`config.mk`:
```
export PLATFORM = sky130hd
export DESIGN_NAME = gpio_subsys
export DESIGN_NICKNAME = d
export VERILOG_FILES = /design/src/hdl/bus_pkg.sv /design/src/hdl/gpio_pkg.sv /design/src/hdl/bus_to_ip.sv /design/src/hdl/gpio.sv /design/src/hdl/gpio_subsys.sv
export SDC_FILE = /design/constraint.sdc
export NUM_CORES = 1
export LEC_CHECK = 0
export BUFFER_PORTS_ARGS = -buffer_cell sky130_fd_sc_hd__buf_2
export CORE_ASPECT_RATIO = 1.75
export CORE_UTILIZATION = 58
export DETAILED_ROUTE_END_ITERATION = 10
export PLACE_DENSITY = 0.86
export SYNTH_ARGS = -nofsm -noshare
export SYNTH_HDL_FRONTEND = slang
export SYNTH_SLANG_ARGS = --single-unit
```
`constraint.sdc`:
```
create_clock -name BUS_CLK -period 8.6 [get_ports BUS_CLK]
set_clock_uncertainty 0.1 [all_clocks]
set_input_delay 2.15 -clock BUS_CLK [delete_from_list [all_inputs] [get_ports BUS_CLK]]
set_output_delay 2.15 -clock BUS_CLK [all_outputs]
set_load 0.02 [all_outputs]
```
`src/hdl/bus_pkg.sv`:
```
package bus_pkg;

    // ==================================================
    // host bus widths
    // ==================================================

    localparam int BUS_ADDR_W = 16;
    localparam int BUS_DATA_W = 8;

    // byte address as seen on the host bus
    typedef logic [BUS_ADDR_W-1:0] bus_addr_t;

    // one data byte, used for both write data and the read return
    typedef logic [BUS_DATA_W-1:0] bus_data_t;

    // ==================================================
    // request
    // ==================================================

    // one access per cycle, rd and wr are never high together
    typedef struct packed {
        bus_addr_t add;
        bus_data_t wr_data;
        logic      rd;
        logic      wr;
    } bus_req_t;

endpackage

```
`src/hdl/gpio_pkg.sv`:
```
package gpio_pkg;

    // ==================================================
    // register map of one I/O block
    // ==================================================

    // value returned when the version register is read
    localparam logic [7:0] GPIO_VERSION = 8'd0;

    // offset 0 reads the version, a write here is a soft reset
    localparam int unsigned GPIO_REG_VERSION = 0;

    // the input section starts right behind the version byte,
    // output and direction sections follow with the same size
    localparam int unsigned GPIO_REG_INPUT = GPIO_REG_VERSION + 1;

    // bits per register byte, used to size the sections
    localparam int unsigned GPIO_BYTE_W = 8;

endpackage

```
`src/hdl/bus_to_ip.sv`:
```
`timescale 1ns/1ps

module bus_to_ip import bus_pkg::*; #(
    parameter bus_addr_t base_addr = '0,
    parameter bus_addr_t high_addr = '0
) (
    input  bus_req_t  bus_req,
    output bus_addr_t ip_add,
    output logic      ip_sel,
    output logic      ip_rd,
    output logic      ip_wr,
    output bus_data_t ip_wr_data
);

    // size of the window minus one
    localparam bus_addr_t span = high_addr - base_addr;

    // addresses below base_addr wrap to large values, so a single
    // unsigned compare against the span covers both window edges
    assign ip_add = bus_req.add - base_addr;
    assign ip_sel = (ip_add <= span);

    // only accesses inside the window reach the block
    assign ip_rd = bus_req.rd & ip_sel;
    assign ip_wr = bus_req.wr & ip_sel;

    assign ip_wr_data = bus_req.wr_data;

endmodule

```
`src/hdl/gpio.sv`:
```
`timescale 1ns/1ps

module gpio import bus_pkg::*, gpio_pkg::*; #(
    parameter bus_addr_t             base_addr    = '0,
    parameter bus_addr_t             high_addr    = '0,
    parameter int                    io_width     = 8,
    parameter logic [io_width-1:0]   io_direction = '0,
    parameter logic [io_width-1:0]   io_tri       = '0
) (
    input  logic                BUS_CLK,
    input  logic                RST,
    input  bus_req_t            bus_req,
    input  logic [io_width-1:0] io_in,
    output bus_data_t           rd_data,
    output logic [io_width-1:0] io_out,
    output logic [io_width-1:0] io_oe
);

    // register bytes per section and the padded section width
    localparam int nbytes = (io_width + GPIO_BYTE_W - 1) / GPIO_BYTE_W;
    localparam int pad_w  = nbytes * GPIO_BYTE_W;

    // first offset of each section and the first unused offset behind them
    localparam bus_addr_t ver_off = bus_addr_t'(GPIO_REG_VERSION);
    localparam bus_addr_t in_lo   = bus_addr_t'(GPIO_REG_INPUT);
    localparam bus_addr_t out_lo  = in_lo + bus_addr_t'(nbytes);
    localparam bus_addr_t dir_lo  = out_lo + bus_addr_t'(nbytes);
    localparam bus_addr_t map_end = dir_lo + bus_addr_t'(nbytes);

    bus_addr_t ip_add;
    logic      ip_sel;
    logic      ip_rd;
    logic      ip_wr;
    bus_data_t ip_wr_data;

    bus_to_ip #(
        .base_addr (base_addr),
        .high_addr (high_addr)
    ) u_bus_to_ip (
        .bus_req    (bus_req),
        .ip_add     (ip_add),
        .ip_sel     (ip_sel),
        .ip_rd      (ip_rd),
        .ip_wr      (ip_wr),
        .ip_wr_data (ip_wr_data)
    );

    // ==================================================
    // address decode
    // ==================================================

    logic ver_hit;
    logic in_hit;
    logic out_hit;
    logic dir_hit;
    logic soft_rst;

    // the relative offset only means something inside the window
    assign ver_hit = ip_sel && (ip_add == ver_off);
    assign in_hit  = ip_sel && (ip_add >= in_lo) && (ip_add < out_lo);
    assign out_hit = ip_sel && (ip_add >= out_lo) && (ip_add < dir_lo);
    assign dir_hit = ip_sel && (ip_add >= dir_lo) && (ip_add < map_end);

    assign soft_rst = ip_wr && ver_hit;

    // byte index inside a section with the most significant byte at the lowest offset
    bus_addr_t in_idx;
    bus_addr_t out_idx;
    bus_addr_t dir_idx;

    assign in_idx  = (out_lo - bus_addr_t'(1)) - ip_add;
    assign out_idx = (dir_lo - bus_addr_t'(1)) - ip_add;
    assign dir_idx = (map_end - bus_addr_t'(1)) - ip_add;

    function automatic bus_data_t get_byte(input logic [pad_w-1:0] v, input bus_addr_t idx);
        bus_data_t b;
        b = '0;
        for (int i = 0; i < nbytes; i++) begin
            if (idx == bus_addr_t'(i)) begin
                b = v[i*GPIO_BYTE_W +: GPIO_BYTE_W];
            end
        end
        return b;
    endfunction

    function automatic logic [pad_w-1:0] put_byte(input logic [pad_w-1:0] v,
                                                   input bus_addr_t idx,
                                                   input bus_data_t b);
        logic [pad_w-1:0] r;
        r = v;
        for (int i = 0; i < nbytes; i++) begin
            if (idx == bus_addr_t'(i)) begin
                r[i*GPIO_BYTE_W +: GPIO_BYTE_W] = b;
            end
        end
        return r;
    endfunction

    // ==================================================
    // register file
    // ==================================================

    logic [io_width-1:0] out_q;
    logic [io_width-1:0] dir_q;
    logic [pad_w-1:0]    in_pad;
    logic [pad_w-1:0]    out_pad;
    logic [pad_w-1:0]    dir_pad;
    logic [pad_w-1:0]    out_wr;
    logic [pad_w-1:0]    dir_wr;

    // unused high bits of the top byte read back as zero
    assign in_pad  = pad_w'(io_in);
    assign out_pad = pad_w'(out_q);
    assign dir_pad = pad_w'(dir_q);

    assign out_wr = put_byte(out_pad, out_idx, ip_wr_data);
    assign dir_wr = put_byte(dir_pad, dir_idx, ip_wr_data);

    // writes to the input section fall through and are ignored
    always_ff @(posedge BUS_CLK) begin
        if (RST || soft_rst) begin
            out_q <= '0;
            dir_q <= '0;
        end else if (ip_wr && out_hit) begin
            out_q <= out_wr[io_width-1:0];
        end else if (ip_wr && dir_hit) begin
            dir_q <= dir_wr[io_width-1:0];
        end
    end

    // io_in is sampled into the read return on the read edge itself
    bus_data_t rd_mux;

    always_comb begin
        if (ver_hit) begin
            rd_mux = GPIO_VERSION;
        end else if (in_hit) begin
            rd_mux = get_byte(in_pad, in_idx);
        end else if (out_hit) begin
            rd_mux = get_byte(out_pad, out_idx);
        end else if (dir_hit) begin
            rd_mux = get_byte(dir_pad, dir_idx);
        end else begin
            rd_mux = '0;
        end
    end

    // zero when idle so the top level can OR the blocks together
    always_ff @(posedge BUS_CLK) begin
        if (RST || !ip_rd) begin
            rd_data <= '0;
        end else begin
            rd_data <= rd_mux;
        end
    end

    // ==================================================
    // pin drive
    // ==================================================

    for (genvar i = 0; i < io_width; i++) begin : g_pin
        if (io_tri[i]) begin : g_tri
            assign io_out[i] = out_q[i];
            assign io_oe[i]  = dir_q[i];
        end else if (io_direction[i]) begin : g_out
            assign io_out[i] = out_q[i];
            assign io_oe[i]  = 1'b1;
        end else begin : g_in
            assign io_out[i] = 1'b0;
            assign io_oe[i]  = 1'b0;
        end
    end

endmodule

```
`src/hdl/gpio_subsys.sv`:
```
`timescale 1ns/1ps

module gpio_subsys import bus_pkg::*; (
    input  logic       BUS_CLK,
    input  logic       RST,
    input  bus_req_t   bus_req,
    input  logic [11:0] io_a_in,
    input  logic [7:0]  io_b_in,
    output bus_data_t  rd_data,
    output logic [11:0] io_a_out,
    output logic [11:0] io_a_oe,
    output logic [7:0]  io_b_out,
    output logic [7:0]  io_b_oe
);

    // ==================================================
    // block A, twelve three-state pins
    // ==================================================

    localparam bus_addr_t a_base_addr = 16'h0000;
    localparam bus_addr_t a_high_addr = 16'h000F;

    bus_data_t rd_data_a;

    gpio #(
        .base_addr    (a_base_addr),
        .high_addr    (a_high_addr),
        .io_width     (12),
        .io_direction (12'h000),
        .io_tri       (12'hFFF)
    ) u_gpio_a (
        .BUS_CLK (BUS_CLK),
        .RST     (RST),
        .bus_req (bus_req),
        .io_in   (io_a_in),
        .rd_data (rd_data_a),
        .io_out  (io_a_out),
        .io_oe   (io_a_oe)
    );

    // ==================================================
    // block B, upper nibble driven, lower nibble input only
    // ==================================================

    localparam bus_addr_t b_base_addr = 16'h0010;
    localparam bus_addr_t b_high_addr = 16'h001F;

    bus_data_t rd_data_b;

    gpio #(
        .base_addr    (b_base_addr),
        .high_addr    (b_high_addr),
        .io_width     (8),
        .io_direction (8'hF0),
        .io_tri       (8'h00)
    ) u_gpio_b (
        .BUS_CLK (BUS_CLK),
        .RST     (RST),
        .bus_req (bus_req),
        .io_in   (io_b_in),
        .rd_data (rd_data_b),
        .io_out  (io_b_out),
        .io_oe   (io_b_oe)
    );

    // each block returns zero unless it was read, so an OR is enough
    // and a miss on both windows reads as zero
    assign rd_data = rd_data_a | rd_data_b;

endmodule

```
### Word level (Yosys, flattened, before mapping)

Cells that the tools add are included.

* bits in registers: 56
* logic and storage cells: 96

* $add $sub $neg: 7
* equality and inequality tests: 3
* reduce and logical (&&, ||, !) cells: 42
* bitwise logic cells: 7
* muxes and demuxes: 15
* magnitude comparators: 14

Operator list (number)
* $logic_not 16->1: 8
* $mux 8: 15
* $eq 16x1->1 const B: 3
* $ge 16x2->1 const B: 3
* $lt 16x2->1 const B: 3
* $lt 16x3->1 const B: 3
* $sub 2x16->16 const A: 3
* $ge 16x1->1 const B: 2
* $le 16x4->1 const B: 2
* $sub 3x16->16 const A: 2
* $logic_and 1x1->1: 20
* $ge 16x3->1 const B: 1
* $sub 1x16->16 const A: 1
* $sub 16x5->16 const B: 1
* $reduce_and 3->1: 3
* $or 8x8->8: 1
* $reduce_and 2->1: 3
* $and 1x1->1: 4
* $logic_or 1x1->1: 4
* $reduce_or 2->1: 2
* $logic_not 1->1: 2
* $not 1->1: 2

### Logic depth before layout (Yosys ltp)

Gate-level depths: netlist of the first run.

* word-level depth: 7
* gate-level depth with buffers: 13
* mapped depth without buffers: 10

### Modules after synthesis

From an unflattened synthesis of the first run, not the netlist that was laid out.

* cells, all modules: 508
* area, all modules: 4149.0 µm²

By module, submodules not included
* gpio at u_gpio_a: area an instance 1761.7 µm², cells each 198, times used 1, sequential area each 640.6 µm²
* gpio at u_gpio_b: area an instance 1607.8 µm², cells each 200, times used 1, sequential area each 480.5 µm²
* bus_to_ip at u_gpio_b.u_bus_to_ip: area an instance 498.0 µm², cells each 70, times used 1, sequential area each 0.0 µm²
* bus_to_ip at u_gpio_a.u_bus_to_ip: area an instance 231.5 µm², cells each 32, times used 1, sequential area each 0.0 µm²
* gpio_subsys: area an instance 50.0 µm², cells each 8, times used 1, sequential area each 0.0 µm²

### Least setup slack after synthesis of the first run

Ideal clock, no wire load.

* path kind: input-to-reg
* start: input port bus_req[14] (netlist name)
* end: register u_gpio_b.rd_data[0]
* arrival time: 4.644 ns
* required time: 8.371 ns
* library setup time: 0.129 ns
* path buffers: 3
* cell stages on the path: 13
* path slack: 3.728 ns
* cells stage by stage: clkbuf_1 -> inv_1 -> ha_1 -> clkbuf_1 -> nor4b_4 -> nand2_2 -> xnor2_1 -> nor3_1 -> nand2_1 -> or3_1 -> clkbuf_2 -> a21oi_4 -> nor3_2

* cells in the longest elaborated chain, start to end: 7
* elaborated cells between the ends (all ways): 32
* classes of those cells: add/sub (4); order compare (7); mux (6); bitwise (1); reduce/logical (14)

Ends and longest elaborated chain
* from (decl): line gpio_subsys.sv:6 `input bus_req_t bus_req,`
* $sub 16x5->16 (*): line bus_to_ip.sv:20 `assign ip_add = bus_req.add - base_addr;`
* $sub 2x16->16 (tied with other cells): line gpio.sv:73 `assign dir_idx = (map_end - bus_addr_t'(1)) - ip_add;`
* $logic_not 16->1 / $logic_and 1x1->1 (equally long branches): line gpio.sv:79, gpio.sv:62
* $mux 8 / $logic_and 1x1->1 (equally long branches): line gpio.sv:79, gpio.sv:62
* $mux 8: line gpio.sv:141 `end else if (dir_hit) begin`
* $mux 8: line gpio.sv:139 `end else if (out_hit) begin`
* $mux 8: line gpio.sv:137 `end else if (in_hit) begin`
* to (signal assigned): line gpio.sv:153 `rd_data <= rd_mux;`
* to (decl): line gpio.sv:14 `output bus_data_t rd_data,`

Every way passes the cells marked *; elsewhere a longest branch is shown, timed or not.
A chain may end at the register's enable or synchronous reset.

### Worst setup path in the final report of the first run

* start: input port bus_req[14] (netlist name)
* end: register u_gpio_a.dir_q[4] (netlist: u_gpio_a.io_oe[4])

* cells in the longest elaborated chain, start to end: 6
* elaborated cells between the ends (all ways): 20
* classes of those cells: add/sub (1); order compare (5); bitwise (2); reduce/logical (12)

Ends and longest elaborated chain
* parallel branches: the longest is 6 deep, another holds $sub 3x16->16
* to (signal assigned): line gpio.sv:127 `dir_q <= dir_wr[io_width-1:0];`
* to (decl): line gpio.sv:104 `logic [io_width-1:0] dir_q;`

Several ways; the timed one is not identified.

==> flow_summary.ini, run 1 <==
[outcome]
outcome = complete, no violations

[hold_path]
type_of_the_most_critical_hold_path = register to register

[synth]
postSynthRegisterBits = 56
synthArstFlopShare_pct = 0
syn_avg_cell_area_um2 = 8.44
syn-instance-count = 442
synth_sequential_area_ratio_pct = 30.1
synth_top_flop_cell = sky130_fd_sc_hd__dfxtp_1
synthesis.yosys.warnings = 0
synth_area_um2 = 3730
library_cells_used_by_synthesis = 75
synth-edff-count = 0

[floorplan]
initial_util_pct = 60.3
core_um2 = 6180
die_y_um = 108
placement_rows = 38
io_pins = 96
design.die.area_um2 = 6770
dieWidth_um = 62.6

[cts]
clock_tree.htree_level_count = 2
path_clk_slew_ns = 0.10
post_cts_buffers = 0
tritoncts.num_buffers = 5
cts_tree = built
ctsRootBufferMaster = sky130_fd_sc_hd__clkbuf_8
clock_latency_ns = 0.32
post_cts_resize_count = 0
cts_sinks = 56
clk_buf_depth = 2
hold_buffers = 0

[final_layout]
finalNetCount = 559
drive_gt1_share_pct = 26.1
antenna_cells = 0
layout-area-overhead-vs-synth_pct = 11.1
mostFrequentLayoutCells = sky130_fd_sc_hd__buf_2, sky130_fd_sc_hd__nor2_1, sky130_fd_sc_hd__dfxtp_1
instances_no_fill = 585
final_common_cell = sky130_fd_sc_hd__buf_2

[placed_design]
dp.final_hpwl_um = 8120
number_of_cells_in_the_design_after_placement = 577
gp_congestion = 0.947
port-buffer-count = 83

[global_route]
first_global_vias = 3638
use_met3_pct = 3.38
grt_use_met1_pct = 30.4
maximum_number_of_pins_on_one_net_before_global_route_repair = 25
use_met2_pct = 58.8
antenna_found_initial = 0
global_route.overflow_total = 0
grt_first_pass_wirelength_um = 16500
gr-max-usage-layer = met2
groute.usage.overall_pct = 31.3

[timing]
report.final.hold_viol_count = 0
min_period_ns = 5.06
setup_total_negative_slack_ns = 0
final-setup-viol-count = 0
rsz0062_at_grt = false
final_max_slew_viol_count = 0
post-route-period-util_pct = 58.9
fmaxAchievable_ghz = 0.198
worst-slew-pin-transition_ns = 1.11
max_transition_margin_pct = 25.9

[pwr]
power_leakage_nw = 1.75
max-vdd-ir-drop_v = 0.000214
cellPowerDensity_nw_per_um2 = 116

[drt]
detailroute.via_count = 3697
drc = 0
drt-wirelength-per-cell_um = 17.9
final_antenna_net_count = 0
drt_pass1_iterations = 5
drt_via_density = 6.32
drt-total-wl_um = 10500
drt_first_iter_violations = 259

[setup_path]
timing_worst_setup_path_type = input pin to register
timing.critical_path.to_type = register
worst_ep_required_time_ns = 8.71
worstPathMaxFanout = 18
setup.worst_path.start_class = input pin
worst_ep_arrival_time_ns = 5.17

[flow_run]
timing.max_cap.violations = 0
## path summary, 6_finish.rpt
check | from | cells after the start | endpoint | slack (ns)
worst min-delay path | u_gpio_a.io_oe[10]$_SDFFE_PP0P_ | 2 | u_gpio_a.io_oe[10]$_SDFFE_PP0P_ | 0.38
worst min register to register | u_gpio_a.io_oe[10]$_SDFFE_PP0P_ | 2 | u_gpio_a.io_oe[10]$_SDFFE_PP0P_ | 0.38
worst max-delay path | bus_req[14] | 11 | u_gpio_a.io_oe[4]$_SDFFE_PP0P_ | 3.54
worst max register to register | u_gpio_a.io_oe[3]$_SDFFE_PP0P_ | 3 | u_gpio_a.rd_data[3]$_SDFF_PP0_ | 7.41
## logic make-up (layout without fill, tap and decap cells)
| group | Yosys count | count (layout) | synth area share, % |
|---|---|---|---|
| AO/OA/AOI/OAI | 93 | 93 | 17.9 |
| XOR/XNOR | 17 | 17 | 4.39 |
| adder cells (fa/ha/maj) | 7 | 7 | 2.35 |
| buffers and inverters | 48 | 101 | 7.28 |
| flip-flops | 56 | 56 | 30.1 |
| multiplexers | 29 | 29 | 7.78 |
| other | 2 | 12 | 0.201 |
| AND/OR/NAND/NOR | 190 | 190 | 30.0 |
## layout make-up
type	instances	area, um2
Clock buffer	5	68.8
Inverter	9	33.8
Timing Repair Buffer	84	423
Sequential cell	56	1120
Multi-Input combinational cell	348	2370
Tap cell	80	100
Fill cell	569	2040
Clock inverter	3	22.5
## state kept, by name, summed over array words and instances, names as in the netlist
| name | count |
|---|---|
| u_gpio_a.rd_data | 8 |
| u_gpio_a.io_out | 12 |
| u_gpio_b.dir_pad | 8 |
| u_gpio_b.rd_data | 8 |
| u_gpio_a.io_oe | 12 |
| u_gpio_b.out_pad | 8 |
## synthesized netlist by cell type (7+ instances only)
cell type | number | area share (%)
sky130_fd_sc_hd__buf_4 | 17 | 3.4
sky130_fd_sc_hd__buf_2 | 7 | 0.94
sky130_fd_sc_hd__nor3_2 | 8 | 2.1
sky130_fd_sc_hd__nor2_1 | 59 | 5.9
sky130_fd_sc_hd__dfxtp_1 | 56 | 30
sky130_fd_sc_hd__nand2_1 | 31 | 3.1
sky130_fd_sc_hd__xnor2_1 | 9 | 2.1
sky130_fd_sc_hd__nor3_1 | 12 | 1.6
sky130_fd_sc_hd__ha_1 | 7 | 2.3
sky130_fd_sc_hd__nand3_1 | 19 | 2.5
sky130_fd_sc_hd__o21ai_0 | 14 | 1.9
sky130_fd_sc_hd__a221oi_1 | 12 | 2.8
sky130_fd_sc_hd__mux2i_1 | 29 | 7.8
sky130_fd_sc_hd__inv_1 | 9 | 0.91
sky130_fd_sc_hd__or2_2 | 9 | 1.5
sky130_fd_sc_hd__a21oi_1 | 23 | 3.1
sky130_fd_sc_hd__clkbuf_1 | 10 | 1.0
## report_power, final
part	total [mW]	internal (mW)	switching (mW)
clock	0.146	0.0585	0.0877
combinational	0.0769	0.0257	0.0512
sequential	0.259	0.259	0.0000000405
total	0.482	0.343	0.139
## routing by layer
layer	vias to the layer above	routed length (um)
li1	1711	-
met1	1718	3550
met2	202	5520
met3	66	614
met4	0	779
met5	-	0
## critical path: stages
cell and delay (ns):
sky130_fd_sc_hd__buf_2 0.19, sky130_fd_sc_hd__inv_1 0.08, sky130_fd_sc_hd__ha_1 0.29, sky130_fd_sc_hd__nor4b_4 0.49
sky130_fd_sc_hd__nand2_2 0.20, sky130_fd_sc_hd__nor3b_4 0.28, sky130_fd_sc_hd__and4_1 0.27, sky130_fd_sc_hd__nor3b_4 0.59
sky130_fd_sc_hd__nand2_1 0.35, sky130_fd_sc_hd__nand2_1 0.17, sky130_fd_sc_hd__a21oi_1 0.09
## stage by stage
stage                     total power [mW]  hold slack, ns  setup slack [ns]  util (%)  area [um2]
after floorplan                      0.319           0.360              3.73         -        3770
after global routing                 0.500           0.409              3.28      67.0        4140
after global placement               0.339           0.359              3.43      65.6        4050
final                                0.482           0.380              3.54      67.0        4140
after CTS                            0.484           0.382              3.59      67.0        4140
after detailed placement             0.341           0.368              3.31      65.6        4050
Power figures use the tool's default switching activity.
==> run 2, diff against run 1 <==
--- a/config.mk
+++ b/config.mk
@@ -7,9 +7,9 @@
 export LEC_CHECK = 0
 export BUFFER_PORTS_ARGS = -buffer_cell sky130_fd_sc_hd__buf_2
 export CORE_ASPECT_RATIO = 1.75
-export CORE_UTILIZATION = 58
+export CORE_UTILIZATION = 49
 export DETAILED_ROUTE_END_ITERATION = 10
-export PLACE_DENSITY = 0.86
+export PLACE_DENSITY = 0.78
 export SYNTH_ARGS = -nofsm -noshare
 export SYNTH_HDL_FRONTEND = slang
 export SYNTH_SLANG_ARGS = --single-unit
==> constraint.sdc (replaced) <==
create_clock -name BUS_CLK -period 4.6 [get_ports BUS_CLK]
set_clock_uncertainty 0.1 [all_clocks]
set_input_delay 1.15 -clock BUS_CLK [delete_from_list [all_inputs] [get_ports BUS_CLK]]
set_output_delay 1.15 -clock BUS_CLK [all_outputs]
set_load 0.02 [all_outputs]
==> flow_summary.ini, run 2 (synthesis results as in run 1) <==
[outcome]
outcome = complete, no violations

[floorplan]
initial_util_pct = 51.2
core_um2 = 7280
design.die.area_um2 = 7980
io_pins = 96
dieWidth_um = 68.0
die_y_um = 117
placement_rows = 41

[timing]
rsz0062_at_grt = false
report.final.hold_viol_count = 0
final-setup-viol-count = 0
min_period_ns = 3.88
worst-slew-pin-transition_ns = 0.545
fmaxAchievable_ghz = 0.258
setup_total_negative_slack_ns = 0
max_transition_margin_pct = 63.5
post-route-period-util_pct = 84.3
final_max_slew_viol_count = 0

[setup_path]
timing_worst_setup_path_type = input pin to register
worstPathMaxFanout = 18
worst_ep_arrival_time_ns = 4.01
setup.worst_path.start_class = input pin
timing.critical_path.to_type = register
worst_ep_required_time_ns = 4.73

[pwr]
cellPowerDensity_nw_per_um2 = 239
max-vdd-ir-drop_v = 0.000386
design_power_total_mw = 1.02
power_leakage_nw = 1.81

[global_route]
first_global_vias = 3376
maximum_number_of_pins_on_one_net_before_global_route_repair = 25
grt_first_pass_wirelength_um = 16000
groute.usage.overall_pct = 26.4
antenna_found_initial = 0
global_route.overflow_total = 0

[final_layout]
antenna_cells = 0
finalNetCount = 565
final_common_cell = sky130_fd_sc_hd__buf_2
layout-area-overhead-vs-synth_pct = 14.2
drive_gt1_share_pct = 26.9
layout.filler_cells = 679
final_area_um2 = 4260
mostFrequentLayoutCells = sky130_fd_sc_hd__buf_2, sky130_fd_sc_hd__nor2_1, sky130_fd_sc_hd__dfxtp_1

[drt]
drc = 0
drt_first_iter_violations = 153
drt_via_density = 6.00
detailroute.via_count = 3575
drt_pass1_iterations = 5
drt-wirelength-per-cell_um = 17.3
drt-total-wl_um = 10300
final_antenna_net_count = 0

[cts]
hold_buffers = 0
ctsRootBufferMaster = sky130_fd_sc_hd__clkbuf_16
post_cts_resize_count = 0
post_cts_buffers = 0
path_clk_slew_ns = 0.07
clock_tree.htree_level_count = 2
tritoncts.num_buffers = 5
clock_latency_ns = 0.29
cts_tree = built
clk_buf_depth = 2
cts_sinks = 56

[placed_design]
port-buffer-count = 83
gp_congestion = 0.905
dp.final_hpwl_um = 8320
placedInstanceArea_um2 = 4110

[flow_run]
timing.max_cap.violations = 0

[hold_path]
type_of_the_most_critical_hold_path = register to register
-- run 2: metal layers --
layer  vias to the layer above  global-route usage, %  share of wire (%)
met5                         -                      0                  0
met1                      1687                   26.9                 35
met4                         0                   18.2                6.5
met3                        42                   3.99                4.8
met2                       132                   46.1                 54
li1                       1714                      -                  -
-- run 2: critical path: stages --
cell and delay, ns:
sky130_fd_sc_hd__buf_2 0.19, sky130_fd_sc_hd__inv_1 0.09, sky130_fd_sc_hd__ha_1 0.29, sky130_fd_sc_hd__nor4b_4 0.49, sky130_fd_sc_hd__nand2_2 0.21, sky130_fd_sc_hd__nor3b_4 0.34
sky130_fd_sc_hd__and4_1 0.27, sky130_fd_sc_hd__nor3b_4 0.39, sky130_fd_sc_hd__buf_4 0.25, sky130_fd_sc_hd__a221o_1 0.17, sky130_fd_sc_hd__a221oi_1 0.06, sky130_fd_sc_hd__nor2_1 0.11
-- run 2: worst paths after layout --
path,depth (start not counted),endpoint,slack [ns],startpoint
max,12,u_gpio_a.rd_data[1]$_SDFF_PP0_,0.72,bus_req[14]
min,2,u_gpio_a.io_oe[2]$_SDFFE_PP0P_,0.38,u_gpio_a.io_oe[2]$_SDFFE_PP0P_
max reg2reg,3,u_gpio_a.rd_data[1]$_SDFF_PP0_,3.38,u_gpio_a.io_oe[9]$_SDFFE_PP0P_
min reg2reg,2,u_gpio_a.io_oe[2]$_SDFFE_PP0P_,0.38,u_gpio_a.io_oe[2]$_SDFFE_PP0P_
-- run 2: area by class of cell --
type,count,area (um2),area share [%]
tap,86,108,2.53
timing repair buffer,90,468,11.0
clock buffer,7,153,3.59
inverter,9,33.8,0.793
sequential,56,1120,26.3
multi-input combinational,348,2370,55.8
-- run 2: metrics by stage --
step	worst slack, ns	cells	hold slack [ns]	util [%]
2_1_floorplan	0.728	452	0.360	-
3_3_place_gp	0.554	589	0.362	56.4
3_5_place_dp	0.450	589	0.367	56.4
4_1_cts	0.752	596	0.376	58.5
5_1_grt	0.505	596	0.403	58.5
6_report	0.723	596	0.378	58.5
-- run 2: where the power goes --
group          total [mW]  leakage [nW]  internal (mW)  switching, mW
Combinational       0.145          1.28         0.0496         0.0950
Sequential          0.485         0.451          0.485   0.0000000747
Clock               0.388        0.0760          0.229          0.159
==> run 3, diff against run 2 <==
--- a/config.mk
+++ b/config.mk
@@ -7,9 +7,9 @@
 export LEC_CHECK = 0
 export BUFFER_PORTS_ARGS = -buffer_cell sky130_fd_sc_hd__buf_2
 export CORE_ASPECT_RATIO = 1.75
-export CORE_UTILIZATION = 49
+export CORE_UTILIZATION = 54
 export DETAILED_ROUTE_END_ITERATION = 10
-export PLACE_DENSITY = 0.78
+export PLACE_DENSITY = 0.81
 export SYNTH_ARGS = -nofsm -noshare
 export SYNTH_HDL_FRONTEND = slang
 export SYNTH_SLANG_ARGS = --single-unit
==> constraint.sdc (replaced) <==
create_clock -name BUS_CLK -period 3.8 [get_ports BUS_CLK]
set_clock_uncertainty 0.1 [all_clocks]
set_input_delay 0.95 -clock BUS_CLK [delete_from_list [all_inputs] [get_ports BUS_CLK]]
set_output_delay 0.95 -clock BUS_CLK [all_outputs]
set_load 0.02 [all_outputs]
==> flow_summary.ini, run 3 (synthesis results as in run 1) <==
[pwr]
power.share.combinational_pct = 14.3
max-vdd-ir-drop_v = 0.000586
seq_power_share_pct = 45.4
switching_share_pct = 25.6
net-switching-power_mw = 0.331
cellPowerDensity_nw_per_um2 = 295
clock_power_share_pct = 40.3
power_leakage_nw = 1.87
intPower_mw = 0.960

[cts]
cts_sinks = 56
hold_buffers = 0
clock_latency_ns = 0.30
ctsRootBufferMaster = sky130_fd_sc_hd__clkbuf_16
tritoncts.num_buffers = 5
post_cts_resize_count = 0
post_cts_buffers = 0
path_clk_slew_ns = 0.07
clock_tree.htree_level_count = 2
clk_buf_depth = 2
cts_tree = built

[global_route]
first_global_vias = 3739
grt_first_pass_wirelength_um = 17800
groute.usage.overall_pct = 32.0
antenna_found_initial = 0
global_route.overflow_total = 0
maximum_number_of_pins_on_one_net_before_global_route_repair = 25

[final_layout]
antenna_cells = 0
final_area_um2 = 4380
final_common_cell = sky130_fd_sc_hd__buf_2
layout-area-overhead-vs-synth_pct = 17.3
drive_gt1_share_pct = 28.5
instances_no_fill = 604
finalNetCount = 576
mostFrequentLayoutCells = sky130_fd_sc_hd__buf_2, sky130_fd_sc_hd__nor2_1, sky130_fd_sc_hd__dfxtp_1
layout.filler_cells = 591

[drt]
detailroute.via_count = 3742
drt-total-wl_um = 11200
drt-wirelength-per-cell_um = 18.6
drt_via_density = 6.20
final_antenna_net_count = 0
drt_pass1_iterations = 7
drt_first_iter_violations = 314
drc = 0

[floorplan]
core_um2 = 6590
design.die.area_um2 = 7260
dieWidth_um = 64.8
io_pins = 96
placement_rows = 39
initial_util_pct = 56.6
die_y_um = 112

[placed_design]
dp.final_hpwl_um = 8640
placedInstanceArea_um2 = 4210
port-buffer-count = 83
number_of_cells_in_the_design_after_placement = 596
gp_congestion = 0.967

[setup_path]
worstPathMaxFanout = 9
crit_path_cell_trace = buf_2 > inv_1 > ha_1 > nor4b_4 > nand2_2 > xnor2_1 > nor3_1 > nand2_1 > or3_1 > a21oi_4 > nor3_2
worst_path_max_delay_cell = sky130_fd_sc_hd__or3_1
regToRegStartpoint = u_gpio_a.io_oe[8]$_SDFFE_PP0P_
timing.critical_path.to_type = register
setup.worst_path.start_class = input pin
slowest_delay_ns = 0.55
worstPathBufferInverterCount = 2
r2r_end = u_gpio_a.rd_data[0]$_SDFF_PP0_
worst_ep_required_time_ns = 3.88
timing_worst_setup_path_type = input pin to register
setup.reg_to_reg.worst_slack_ns = 2.54
worst_setup_path_startpoint = bus_req[15]
worst_r2r_path_depth = 3
worst_ep_arrival_time_ns = 3.62
critical-path-top-delay-family = simple AND/OR/NAND/NOR gates

[hold_path]
type_of_the_most_critical_hold_path = register to register
hold_path.startpoint = u_gpio_a.io_oe[7]$_SDFFE_PP0P_
hold-path-endpoint = u_gpio_a.io_oe[7]$_SDFFE_PP0P_
hold-path-cell-count = 2

[timing]
max_transition_margin_pct = 46.6
post-route-period-util_pct = 93.2
worst-slew-pin-transition_ns = 0.794
final-setup-viol-count = 0
report.final.hold_viol_count = 0
min_period_ns = 3.54
rsz0062_at_grt = false
final_max_slew_viol_count = 0
fmaxAchievable_ghz = 0.282

[outcome]
outcome = complete, no violations

[flow_run]
timing.max_cap.violations = 0
run 3: power by group through the flow:
stage          Sequential, mW  Combinational (mW)  Clock (mW)
2_1_floorplan           0.600               0.122           0
4_1_cts                 0.586               0.181       0.523
3_3_place_gp            0.600               0.177           0
3_5_place_dp            0.600               0.180           0
5_1_grt                 0.586               0.197       0.543
6_report                0.586               0.184       0.520
run 3: worst max path at each step:
stage / to / slack [ns] / cells past startpoint
2_1_floorplan: u_gpio_b.rd_data[0]$_SDFF_PP0_ / 0.13 / 13
3_3_place_gp: u_gpio_b.rd_data[2]$_SDFF_PP0_ / 0.05 / 9
3_5_place_dp: u_gpio_b.rd_data[1]$_SDFF_PP0_ / -0.06 / 11
4_1_cts: u_gpio_b.rd_data[1]$_SDFF_PP0_ / 0.25 / 11
5_1_grt: u_gpio_a.io_oe[4]$_SDFFE_PP0P_ / 0.06 / 11
6_report: u_gpio_b.rd_data[1]$_SDFF_PP0_ / 0.26 / 11
run 3: through the flow:
stage / worst slack, ns / setup TNS, ns / utilization (%) / total power [mW] / hold WS, ns
final: 0.258 / 0 / 66.4 / 1.29 / 0.380
after global routing: 0.0646 / 0 / 66.4 / 1.33 / 0.417
after CTS: 0.249 / 0 / 66.4 / 1.29 / 0.376
after detailed placement: -0.0564 / -0.366 / 63.9 / 0.780 / 0.362
after global placement: 0.0526 / 0 / 63.9 / 0.777 / 0.359
after floorplan: 0.128 / 0 / - / 0.722 / 0.360
run 3: worst register-to-register path, delay by kind of cell (launching register included):
family             cells  cell delay (ns)
AOI/OAI and AO/OA      2             0.62
DFF                    1             0.34
and+or+nand+nor        1             0.08
run 3: routing by layer:
layer / up-vias / wire length, um / share of wire, % / GRT usage (%)
met4: 0 / 776 / 6.9 / 24.4
met3: 58 / 626 / 5.6 / 3.69
met5: - / 0 / 0 / 0
li1: 1731 / - / - / -
met1: 1749 / 3730 / 33 / 30.6
met2: 204 / 6080 / 54 / 59.4
run 3: final cells by class:
cell class,instances,area (um2),share of cell area (%)
multi-input combinational,348,2370,54.3
sequential,56,1120,25.6
timing repair buffer,101,576,13.2
clock buffer,5,125,2.86
tap,82,103,2.34
clock inverter,3,42.5,0.972
inverter,9,33.8,0.772
